==> src/include/imu_link_macros.svh <==
`ifndef IMU_LINK_MACROS_SVH
`define IMU_LINK_MACROS_SVH

// First byte of every frame, lets the MCU find frame alignment
`define IMU_HEADER 8'hAA

// Header + 8 quat bytes + 6 gyro bytes + flags byte
`define IMU_FRAME_BITS 128

// Flip-flops per line in the sck/load synchronizer
`define IMU_SYNC_STAGES 2

`endif

==> src/design/imu_link_pkg.sv <==
package imu_link_pkg;

    // Raw quaternion from the sensor controller, w goes out first
    typedef struct packed {
        logic signed [15:0] w;
        logic signed [15:0] x;
        logic signed [15:0] y;
        logic signed [15:0] z;
    } imu_quat_t;

    // Three-axis vector, used for the gyroscope
    typedef struct packed {
        logic signed [15:0] x;
        logic signed [15:0] y;
        logic signed [15:0] z;
    } imu_vec_t;

    // Last byte of the frame: bit 1 gyro, bit 0 quat
    typedef struct packed {
        logic [5:0] reserved;                   // Always sent as zero
        logic       gyro_valid;
        logic       quat_valid;
    } imu_flags_t;

    typedef struct packed {
        imu_quat_t  quat;
        imu_vec_t   gyro;
        imu_flags_t flags;
    } imu_sample_t;

    // Field order is wire order, MSB of header leaves first
    typedef struct packed {
        logic [7:0] header;
        imu_quat_t  quat;
        imu_vec_t   gyro;
        imu_flags_t flags;
    } imu_frame_t;

    typedef enum logic [1:0] {
        TX_IDLE,                                // Nothing held, done low
        TX_ARMED,                               // Frame frozen, header MSB on sdo
        TX_SHIFT,                               // Somewhere inside the frame
        TX_DRAINED                              // All bits presented, waiting for load
    } tx_state_e;

endpackage

==> src/design/imu_sample_latch.sv <==
module imu_sample_latch import imu_link_pkg::*; (
    input  logic        clk,
    input  logic        arst_n,
    input  logic        quat_valid,             // One-cycle pulse from sensor controller
    input  imu_quat_t   quat,
    input  logic        gyro_valid,             // One-cycle pulse from sensor controller
    input  imu_vec_t    gyro,
    input  logic        ack,                    // Frame accepted by the MCU
    output imu_sample_t sample,
    output logic        pending                 // New data since last ack
);

    imu_flags_t flags_next;

    // Sticky flags: ack clears, a valid in the same cycle sets again
    always_comb begin
        flags_next = sample.flags;
        if (ack) begin
            flags_next.quat_valid = 1'b0;
            flags_next.gyro_valid = 1'b0;
        end
        if (quat_valid) begin
            flags_next.quat_valid = 1'b1;       // Valid wins over ack
        end
        if (gyro_valid) begin
            flags_next.gyro_valid = 1'b1;
        end
        flags_next.reserved = '0;
    end

    always_ff @(posedge clk or negedge arst_n) begin
        if (!arst_n) begin
            sample  <= '0;                      // Stored sample reads as zero after reset
            pending <= 1'b0;
        end else begin
            // Fields keep their last value until a fresh pulse
            if (quat_valid) begin
                sample.quat <= quat;
            end
            if (gyro_valid) begin
                sample.gyro <= gyro;
            end
            sample.flags <= flags_next;
            // Registered together with the flags so they never disagree
            pending      <= flags_next.quat_valid | flags_next.gyro_valid;
        end
    end

endmodule

==> src/design/spi_port_sync.sv <==
`include "imu_link_macros.svh"

module spi_port_sync (
    input  logic clk,
    input  logic arst_n,
    input  logic sck,                           // From MCU, asynchronous to clk
    input  logic load,                          // From MCU, asynchronous to clk
    output logic sck_fall,                      // One clk wide
    output logic load_rise                      // One clk wide
);

    logic [`IMU_SYNC_STAGES-1:0] sck_sync;
    logic [`IMU_SYNC_STAGES-1:0] load_sync;
    logic                        sck_prev;
    logic                        load_prev;

    always_ff @(posedge clk or negedge arst_n) begin
        if (!arst_n) begin
            sck_sync  <= '0;                    // Mode 0, sck idles low
            load_sync <= '0;
            sck_prev  <= 1'b0;
            load_prev <= 1'b0;
            sck_fall  <= 1'b0;
            load_rise <= 1'b0;
        end else begin
            sck_sync  <= {sck_sync[`IMU_SYNC_STAGES-2:0], sck};
            load_sync <= {load_sync[`IMU_SYNC_STAGES-2:0], load};
            sck_prev  <= sck_sync[`IMU_SYNC_STAGES-1];
            load_prev <= load_sync[`IMU_SYNC_STAGES-1];
            // Edge detect is registered, so pin edge to strobe is 3 clk
            sck_fall  <= sck_prev & ~sck_sync[`IMU_SYNC_STAGES-1];
            load_rise <= ~load_prev & load_sync[`IMU_SYNC_STAGES-1];
        end
    end

endmodule

==> src/design/packet_tx.sv <==
`include "imu_link_macros.svh"

module packet_tx import imu_link_pkg::*; (
    input  logic        clk,
    input  logic        arst_n,
    input  imu_sample_t sample,                 // Live latch contents
    input  logic        pending,
    input  logic        sck_fall,               // Synchronized falling sck
    input  logic        load_rise,              // Synchronized rising load
    output logic        ack,                    // To the latch, clears its flags
    output logic        done,                   // Frame held for the MCU
    output logic        sdo
);

    localparam int CNT_W = $clog2(`IMU_FRAME_BITS);

    // Counter value on the shift that presents the last bit
    localparam logic [CNT_W-1:0] LAST_SHIFT = CNT_W'(`IMU_FRAME_BITS - 2);

    tx_state_e        state;
    imu_frame_t       frame;                    // Frozen copy, doubles as shifter
    logic [CNT_W-1:0] bit_cnt;                  // Shifts done so far

    assign done = (state != TX_IDLE);
    assign ack  = load_rise & done;             // Loads with nothing held are ignored
    assign sdo  = frame[`IMU_FRAME_BITS-1];

    always_ff @(posedge clk or negedge arst_n) begin
        if (!arst_n) begin
            state   <= TX_IDLE;
            frame   <= '0;                      // Keeps sdo low out of reset
            bit_cnt <= '0;
        end else begin
            case (state)
                TX_IDLE: begin
                    if (pending) begin
                        // Freeze here; later valids only touch the latch
                        frame.header <= `IMU_HEADER;
                        frame.quat   <= sample.quat;
                        frame.gyro   <= sample.gyro;
                        frame.flags  <= sample.flags;
                        bit_cnt      <= '0;
                        state        <= TX_ARMED;
                    end
                end
                TX_ARMED, TX_SHIFT: begin
                    if (ack) begin
                        state <= TX_IDLE;       // Partial read is dropped
                    end else if (sck_fall) begin
                        frame   <= imu_frame_t'({frame[`IMU_FRAME_BITS-2:0], 1'b0});
                        bit_cnt <= bit_cnt + 1'b1;
                        if (bit_cnt == LAST_SHIFT) begin
                            state <= TX_DRAINED;
                        end else begin
                            state <= TX_SHIFT;
                        end
                    end
                end
                TX_DRAINED: begin
                    if (ack) begin
                        state <= TX_IDLE;
                    end else if (sck_fall) begin
                        frame <= '0;            // Line goes low after the last bit
                    end
                end
                default: begin
                    state <= TX_IDLE;
                end
            endcase
        end
    end

endmodule

==> src/design/imu_spi_link.sv <==
module imu_spi_link import imu_link_pkg::*; (
    input  logic      clk,
    input  logic      arst_n,
    // SPI slave side, MCU is master
    input  logic      sck,
    input  logic      load,                     // Rising edge acknowledges a frame
    output logic      sdo,
    output logic      done,
    // Sensor controller side
    input  logic      quat_valid,
    input  imu_quat_t quat,
    input  logic      gyro_valid,
    input  imu_vec_t  gyro
);

    imu_sample_t sample;
    logic        pending;
    logic        sck_fall;
    logic        load_rise;
    logic        ack;

    imu_sample_latch sample_latch_i (
        .clk        (clk),
        .arst_n     (arst_n),
        .quat_valid (quat_valid),
        .quat       (quat),
        .gyro_valid (gyro_valid),
        .gyro       (gyro),
        .ack        (ack),
        .sample     (sample),
        .pending    (pending)
    );

    // Brings the MCU lines into the clk domain
    spi_port_sync port_sync_i (
        .clk       (clk),
        .arst_n    (arst_n),
        .sck       (sck),
        .load      (load),
        .sck_fall  (sck_fall),
        .load_rise (load_rise)
    );

    packet_tx packet_tx_i (
        .clk       (clk),
        .arst_n    (arst_n),
        .sample    (sample),
        .pending   (pending),
        .sck_fall  (sck_fall),
        .load_rise (load_rise),
        .ack       (ack),
        .done      (done),
        .sdo       (sdo)
    );

endmodule

==> config.mk <==
export PLATFORM = sky130hd
export DESIGN_NAME = imu_spi_link
export DESIGN_NICKNAME = d
export VERILOG_FILES = /design/src/design/imu_link_pkg.sv /design/src/design/imu_sample_latch.sv /design/src/design/spi_port_sync.sv /design/src/design/packet_tx.sv /design/src/design/imu_spi_link.sv
export VERILOG_INCLUDE_DIRS = /design/src /design/src/include
export SDC_FILE = /design/constraint.sdc
export NUM_CORES = 1
export LEC_CHECK = 0
export BUFFER_PORTS_ARGS = -buffer_cell sky130_fd_sc_hd__buf_2
export CORE_UTILIZATION = 59
export DETAILED_ROUTE_END_ITERATION = 16
export GPL_TIMING_DRIVEN = 0
export PLACE_DENSITY = 0.87
export SLEW_MARGIN = 20
export SYNTH_ARGS = -nofsm -noshare
export SYNTH_HDL_FRONTEND = slang
export SYNTH_SLANG_ARGS = --single-unit
==> constraint.sdc <==
create_clock -name clk -period 2.22 [get_ports clk]
set_input_delay 0.222 -clock clk [delete_from_list [all_inputs] [get_ports clk]]
set_output_delay 0.222 -clock clk [all_outputs]
set_load 0.01 [all_outputs]
## Word level (Yosys, flattened, before mapping)

Cells that the tools add are included.
Widths: inputs -> output; s select.

| storage, ports and cells | value |
|---|---|
| register bits after elaboration | 260 |
| input port bits | 118 |
| output and inout bits | 2 |
| word-level logic and storage cells | 73 |

| operators by class | value |
|---|---|
| add/sub/neg operators | 1 |
| eq/ne operators | 11 |
| multiplexer cells | 19 |
| bitwise operators | 6 |
| reduce and logical (&&, ||, !) cells | 7 |

Operators with widths:

| kind | number |
|---|---|
| $mux 128 | 5 |
| $pmux 128 s3 | 1 |
| $mux 7 | 3 |
| $pmux 7 s2 | 1 |
| $ne 2x2->1 const B | 6 |
| $mux 2 | 5 |
| $add 7x1->7 const B | 1 |
| $eq 7x7->1 const B | 1 |
| $pmux 2 s3 | 1 |
| $reduce_and 5->1 | 1 |
| $eq 2x2->1 const B | 2 |
| $reduce_and 4->1 | 1 |
| $reduce_bool 2->1 | 2 |
| $and 1x1->1 | 3 |
| $mux 1 | 3 |
| $ne 3x3->1 const B | 1 |
| $reduce_and 3->1 | 1 |
| $eq 2x1->1 const B | 1 |
| $logic_not 2->1 | 1 |
| $not 1->1 | 2 |
| $reduce_or 2->1 | 1 |
| $or 1x1->1 | 1 |

## Longest topological paths before layout

| depth | value |
|---|---|
| depth in word-level cells | 5 |
| mapped depth | 9 |
| depth with buffers taken out | 6 |

## Modules after synthesis

Synthesis repeated with hierarchy kept, for this count alone.

| unflattened totals | value |
|---|---|
| cells, all modules | 917 |
| area total of the unflattened synthesis | 10955.5 um^2 |

Modules (own cells, without submodules):

| module | instances | cells each | area each (um^2) | seq. area each (um^2) |
|---|---|---|---|---|
| packet_tx | 1 | 654 | 6238.5 | 3428.3 |
| imu_sample_latch | 1 | 253 | 4489.3 | 2877.8 |
| spi_port_sync | 1 | 10 | 227.7 | 200.2 |

## Worst setup path before layout

OpenSTA, ideal clock, no wires.

| path | value |
|---|---|
| path kind | register -> register |
| start point | register packet_tx_i.state[1] |
| end point | register packet_tx_i.frame[100] (netlist bit) |
| setup time | 127 ps |
| arrival | 1845 ps |
| required time | 2093 ps |
| slack | 248 ps |
| stages on the path, launching flop included | 9 |
| path buffers | 2 |
| clock period less this slack | 1972 ps |
| path through | dfrtp_1 > inv_1 > ha_1 > nand2b_1 > nand2_1 > a21oi_4 > buf_6 > buf_6 > mux2_1 |

| between the ends | value |
|---|---|
| word-level cells in the longest chain between the ends | 4 |
| elaborated cells on any way between the ends | 14 |
| those cells by class | eq/ne: 8; mux: 1; bitwise: 1; reduce/logical: 4 |

RTL lines:

| element | line | RTL |
|---|---|---|
| start, declared | packet_tx.sv:20 | `tx_state_e state;` |
| start signal, assigned | packet_tx.sv:30 | `state <= TX_IDLE;` |
| start signal, assigned | packet_tx.sv:43 | `state <= TX_ARMED;` |
| start signal, assigned | packet_tx.sv:48 | `state <= TX_IDLE;` |
| $eq 2x1->1 (tied with other cells) | packet_tx.sv:34 | `case (state)` |
| $reduce_or 2->1 or $and 1x1->1 (tied branches) | packet_tx.sv:34, packet_tx.sv:25 |  |
| $ne 2x2->1 (no line) | -- |  |
| $reduce_and 5->1 (no line) | -- |  |
| end signal, assigned | packet_tx.sv:50 | `` frame <= imu_frame_t'({frame[`IMU_FRAME_BITS-2:0], 1'b0}); `` |
| end, declared | packet_tx.sv:21 | `imu_frame_t frame;` |

Parallel ways exist; a longest one is shown, timed or not.
A chain may end at the register's enable or synchronous reset.

## Final worst setup path

| path | value |
|---|---|
| start point | register packet_tx_i.state[0] |
| end point | register packet_tx_i.frame[24] (netlist bit) |

Same word-level chain as after synthesis.

==> results summary <==
The run finished with clean final reports. The setup slack on the worst flop-to-flop path came out at around 0.054 ns. The average wire length per cell after detail routing came out at roughly 22 µm. The HPWL reported at the end of detailed placement is around 15 mm. The multiplexer share of the synthesized area is 0.231.

Of the total synthesized cell area, the portion taken by AND, OR, NAND and NOR gates is 0.0388. Counting every instance in the synthesized netlist gives slightly above 800. The maximum vdd ir drop came out at 0.000986 V. The core region area is around 0.019 mm².

Counting every net in the synthesized netlist gives a little over 900. The final critical-path share of the clock period came out at 0.976. The final antenna-violating net count is 0.

The initial cell density of the core came out at 0.600. In the post-synthesis netlist, the biggest area contributors are sky130_fd_sc_hd__dfrtp_1 58%, sky130_fd_sc_hd__mux2_2 17%, sky130_fd_sc_hd__a22o_1 8.7%, sky130_fd_sc_hd__mux2_1 5.9%, sky130_fd_sc_hd__clkbuf_1 1.5%. Across all layers, the routed design uses between 8k and 9k vias.

The CTS tree is built. The area enclosed by the die boundary is 0.0196 mm². The post-detailed-route DRC marker count came out at 0. The total count of max-transition violations in the final report came out at 0.

The CTS sink count is 260. STA classifies the critical path endpoint as a flip-flop. The cell area after synthesis is ~0.011 mm². The area of all placed cells without fillers came out at roughly 0.015 mm². The number of failing hold endpoints at the final stage is 0. The count of unique library cells instantiated by Yosys is 37. Port buffering added ~120 buffers. STA classifies the critical path startpoint as a flip-flop. The largest family of logic cells by synthesized area is multiplexers. Between clock sinks in the finished design, the worst skew comes to roughly 0.017 ns. The first-pass GRT wire length is 46.3 mm. The number of antenna violations at the first check in global routing came out at 1. Hold timing on the final database bottoms out at a slack of roughly 0.26 ns.

The number of warning messages in the yosys log is 0. The number of buffers on the longest clock path came out at 3. The placed instances occupy a cell area of roughly 0.012 mm².

The die width came out at about 140 µm. The cell at the root of the clock tree is sky130_fd_sc_hd__clkbuf_16. The maximum achievable frequency is approximately 0.46 GHz. The residual overflow from global routing is 0. The number of synthesized register bits came out at 260. At the end of routability-driven placement, the weighted congestion stood at a little under 0.9. The area growth from synthesis to layout is 29.4%.

The number of endpoints failing setup at the final stage is 0. Data arrives at the worst endpoint at between 2 and 3 ns. The fraction of the mapped netlist area in compound gates is 0.115. After detailed routing, the total wire length is 29.0 mm.

The cell type with the largest total area after synthesis is sky130_fd_sc_hd__dfrtp_1. The layout cell share with drive strength beyond 1 is 0.343. TritonCTS created 27 clock buffers. The worst path required time is around 2.6 ns. The leakage power figure came out at about 6.6 nW. The type of the worst min-delay path is in -> async. The I/O pin total came out at 120. The power density normalized to cell area is around 1400 mW/mm². The shortest period the worst path allows is approximately 2.2 ns. The clock transition at the registers of the reported paths is roughly 0.07 ns. The max-slew headroom at the worst pin is 0.482. For the worst-skew pair, the clock arrives at the later sink with an insertion delay of 0.55 ns. The share of the synthesized netlist area taken by xor and xnor gates is 0.

The adder-cell share of the synthesized area is 0.00557. The deepest level of the CTS H-tree is 1. The first-pass iteration count of the detailed router is 5. The average footprint of a synthesized cell came out at about 14 µm². The vias per cell is ~6.1.

The vertical die dimension came out at about 140 µm. Max-cap violations in this run came to 0. The transition time at the pin with the least slew margin came out at roughly 0.78 ns. The cell row count is 50. The top fanout value on the critical path is 10. Entering global routing, the biggest net connects just over 90 pins. The worst setup path is of the reg -> reg kind. The initial DRC count came out at between 800 and 900.

The sequential element share of the synthesized area came out at 0.580. Of the post-synthesis cell area, the dominant cell type holds 0.580. Across every metal layer, demand over resource in global routing totals 0.302. The via count of the first global-routing pass came to about 8.8k.

The total number of nets in the final design came out at 1199.
[path summary, 6_finish.rpt]
| check | start | end | cells past startpoint |
|---|---|---|---|
| setup / recovery | packet_tx_i.state[0]$_DFFE_PN0P_ | packet_tx_i.frame[24]$_DFFE_PN0P_ | 8 |
| hold / removal | arst_n | packet_tx_i.frame[16]$_DFFE_PN0P_ | 2 |
| setup reg to reg | packet_tx_i.state[0]$_DFFE_PN0P_ | packet_tx_i.frame[24]$_DFFE_PN0P_ | 8 |
| hold reg to reg | port_sync_i.sck_sync[0]$_DFF_PN0_ | port_sync_i.sck_sync[1]$_DFF_PN0_ | 0 |
| max in group asynchronous | arst_n | packet_tx_i.frame[59]$_DFFE_PN0P_ | 4 |
| min in group clk | quat_valid | sample_latch_i.sample[104]$_DFFE_PN0P_ | 2 |
[cells in the mapped netlist, drive strengths merged]
master   instances
mux2i            6
a21boi           1
a21oi            1
a21o             2
nand4            4
nand3b           2
nor3b            1
o311ai           2
nor2            12
inv             10
nand2           23
o211ai           6
nand3           21
mux2           225
o21ai            8
nor3             7
o311a            1
dfrtp          260
a22o           111
o221ai           8
nor2b            7
buf             17
and2             1
ha               5
a221oi           4
a2bb2oi          1
nand2b           8
and4b            1
o2111ai          1
clkbuf          45
and3             1
o22ai            5
[layout make-up]
| type | instances | area, µm² |
|---|---|---|
| clock buffer | 37 | 793 |
| inverter | 10 | 37.5 |
| sequential | 260 | 6510 |
| tap | 234 | 293 |
| multi-input combinational | 475 | 4430 |
| timing repair buffer | 240 | 1870 |
| antenna | 1 | 2.50 |
| clock inverter | 13 | 238 |
| buffer | 62 | 359 |
| fill | 935 | 4180 |
[metal layers]
metal,part of all wire,routed length (µm),up-vias,track usage
met5,0.00045,13,-,0
met4,0.047,1370,2,0.157
met3,0.063,1840,106,0.0520
met2,0.51,14800,395,0.516
met1,0.38,11000,4112,0.370
li1,-,-,3532,-
[through the flow]
stage / total power [mW] / setup slack [ns] / util / TNS (ns) / instances
4_1_cts: 19.2 / 0.0000395 / 0.770 / 0 / 1326
6_report: 19.9 / 0.0541 / 0.777 / 0 / 1332
3_5_place_dp: 13.7 / -0.289 / 0.651 / -27.04 / 1160
3_3_place_gp: 13.4 / -3.64 / 0.647 / -958.41 / 1158
2_1_floorplan: 11.9 / 0.248 / - / 0 / 807
5_1_grt: 20.8 / -0.00703 / 0.777 / -0.0294 / 1331
[state kept, by name, summed over array words and instances, names as in the netlist, 2 cells and up]
name / count
packet_tx_i.bit_cnt: 7
sample_latch_i.sample: 114
port_sync_i.load_sync: 2
port_sync_i.sck_sync: 2
packet_tx_i.frame: 127
packet_tx_i.state: 2
[cells in the final DEF, fill, tap and decap left out, types with 3 or more instances in the layout]
master                          netlist  routed
sky130_fd_sc_hd__dlygate4sd3_1        0     115
sky130_fd_sc_hd__ha_1                 5       3
sky130_fd_sc_hd__clkbuf_1            45      34
sky130_fd_sc_hd__buf_6                7       5
sky130_fd_sc_hd__nor2_1              12      12
sky130_fd_sc_hd__nand4_1              4       4
sky130_fd_sc_hd__a221oi_1             4       4
sky130_fd_sc_hd__nand2_1             23      22
sky130_fd_sc_hd__buf_2                8     123
sky130_fd_sc_hd__mux2i_1              6       6
sky130_fd_sc_hd__buf_4                1       6
sky130_fd_sc_hd__o211ai_1             5       5
sky130_fd_sc_hd__mux2_2             166     166
sky130_fd_sc_hd__nand3_1             21      21
sky130_fd_sc_hd__o221ai_1             8       8
sky130_fd_sc_hd__buf_8                0       5
sky130_fd_sc_hd__clkbuf_8             0       8
sky130_fd_sc_hd__o21ai_0              8       8
sky130_fd_sc_hd__mux2_1              59      59
sky130_fd_sc_hd__bufinv_16            0       6
sky130_fd_sc_hd__clkbuf_16            0      28
sky130_fd_sc_hd__nand2b_1             8       7
sky130_fd_sc_hd__nor3_1               7       7
sky130_fd_sc_hd__a22o_1             111     111
sky130_fd_sc_hd__nor2b_1              7       7
sky130_fd_sc_hd__o22ai_1              5       5
sky130_fd_sc_hd__clkinv_2             0       4
sky130_fd_sc_hd__dfrtp_1            260     260
sky130_fd_sc_hd__clkbuf_2             0       9
sky130_fd_sc_hd__inv_1               10       8
[cell families (layout without fill, tap and decap cells)]
group,after synthesis,in the layout
AO/OA/AOI/OAI,151,151
other,0,1
multiplexers,231,231
AND/OR/NAND/NOR,88,88
adder cells (fa/ha/maj),5,5
flip-flops,260,260
buffers and inverters,72,362
[critical path, cell delays in order (launching register included)]
cell and delay (ns):
sky130_fd_sc_hd__dfrtp_1 0.42, sky130_fd_sc_hd__inv_2 0.13, sky130_fd_sc_hd__ha_4 0.15, sky130_fd_sc_hd__nand2b_4 0.18, sky130_fd_sc_hd__nand2_8 0.10, sky130_fd_sc_hd__a21oi_4 0.34, sky130_fd_sc_hd__buf_8 0.20, sky130_fd_sc_hd__buf_8 0.16
sky130_fd_sc_hd__mux2_1 0.36
[timing repair]
action                                  in CTS  in global routing
hold buffers                               115                  0
gates resized for setup                     18                 27
gates cloned                                 0                  1
pin swaps                                    1                  2
setup buffers                                1                  4
endpoints found under the setup margin     122                130
endpoints found under the hold margin      197                  0
[where the power goes]
part | internal, mW | switching [mW] | total (mW)
Clock | 3.21 | 1.93 | 5.14
Combinational | 3.97 | 4.08 | 8.05
Sequential | 5.95 | 0.755 | 6.70
Total | 13.1 | 6.76 | 19.9
Power figures use the tool's default switching activity.
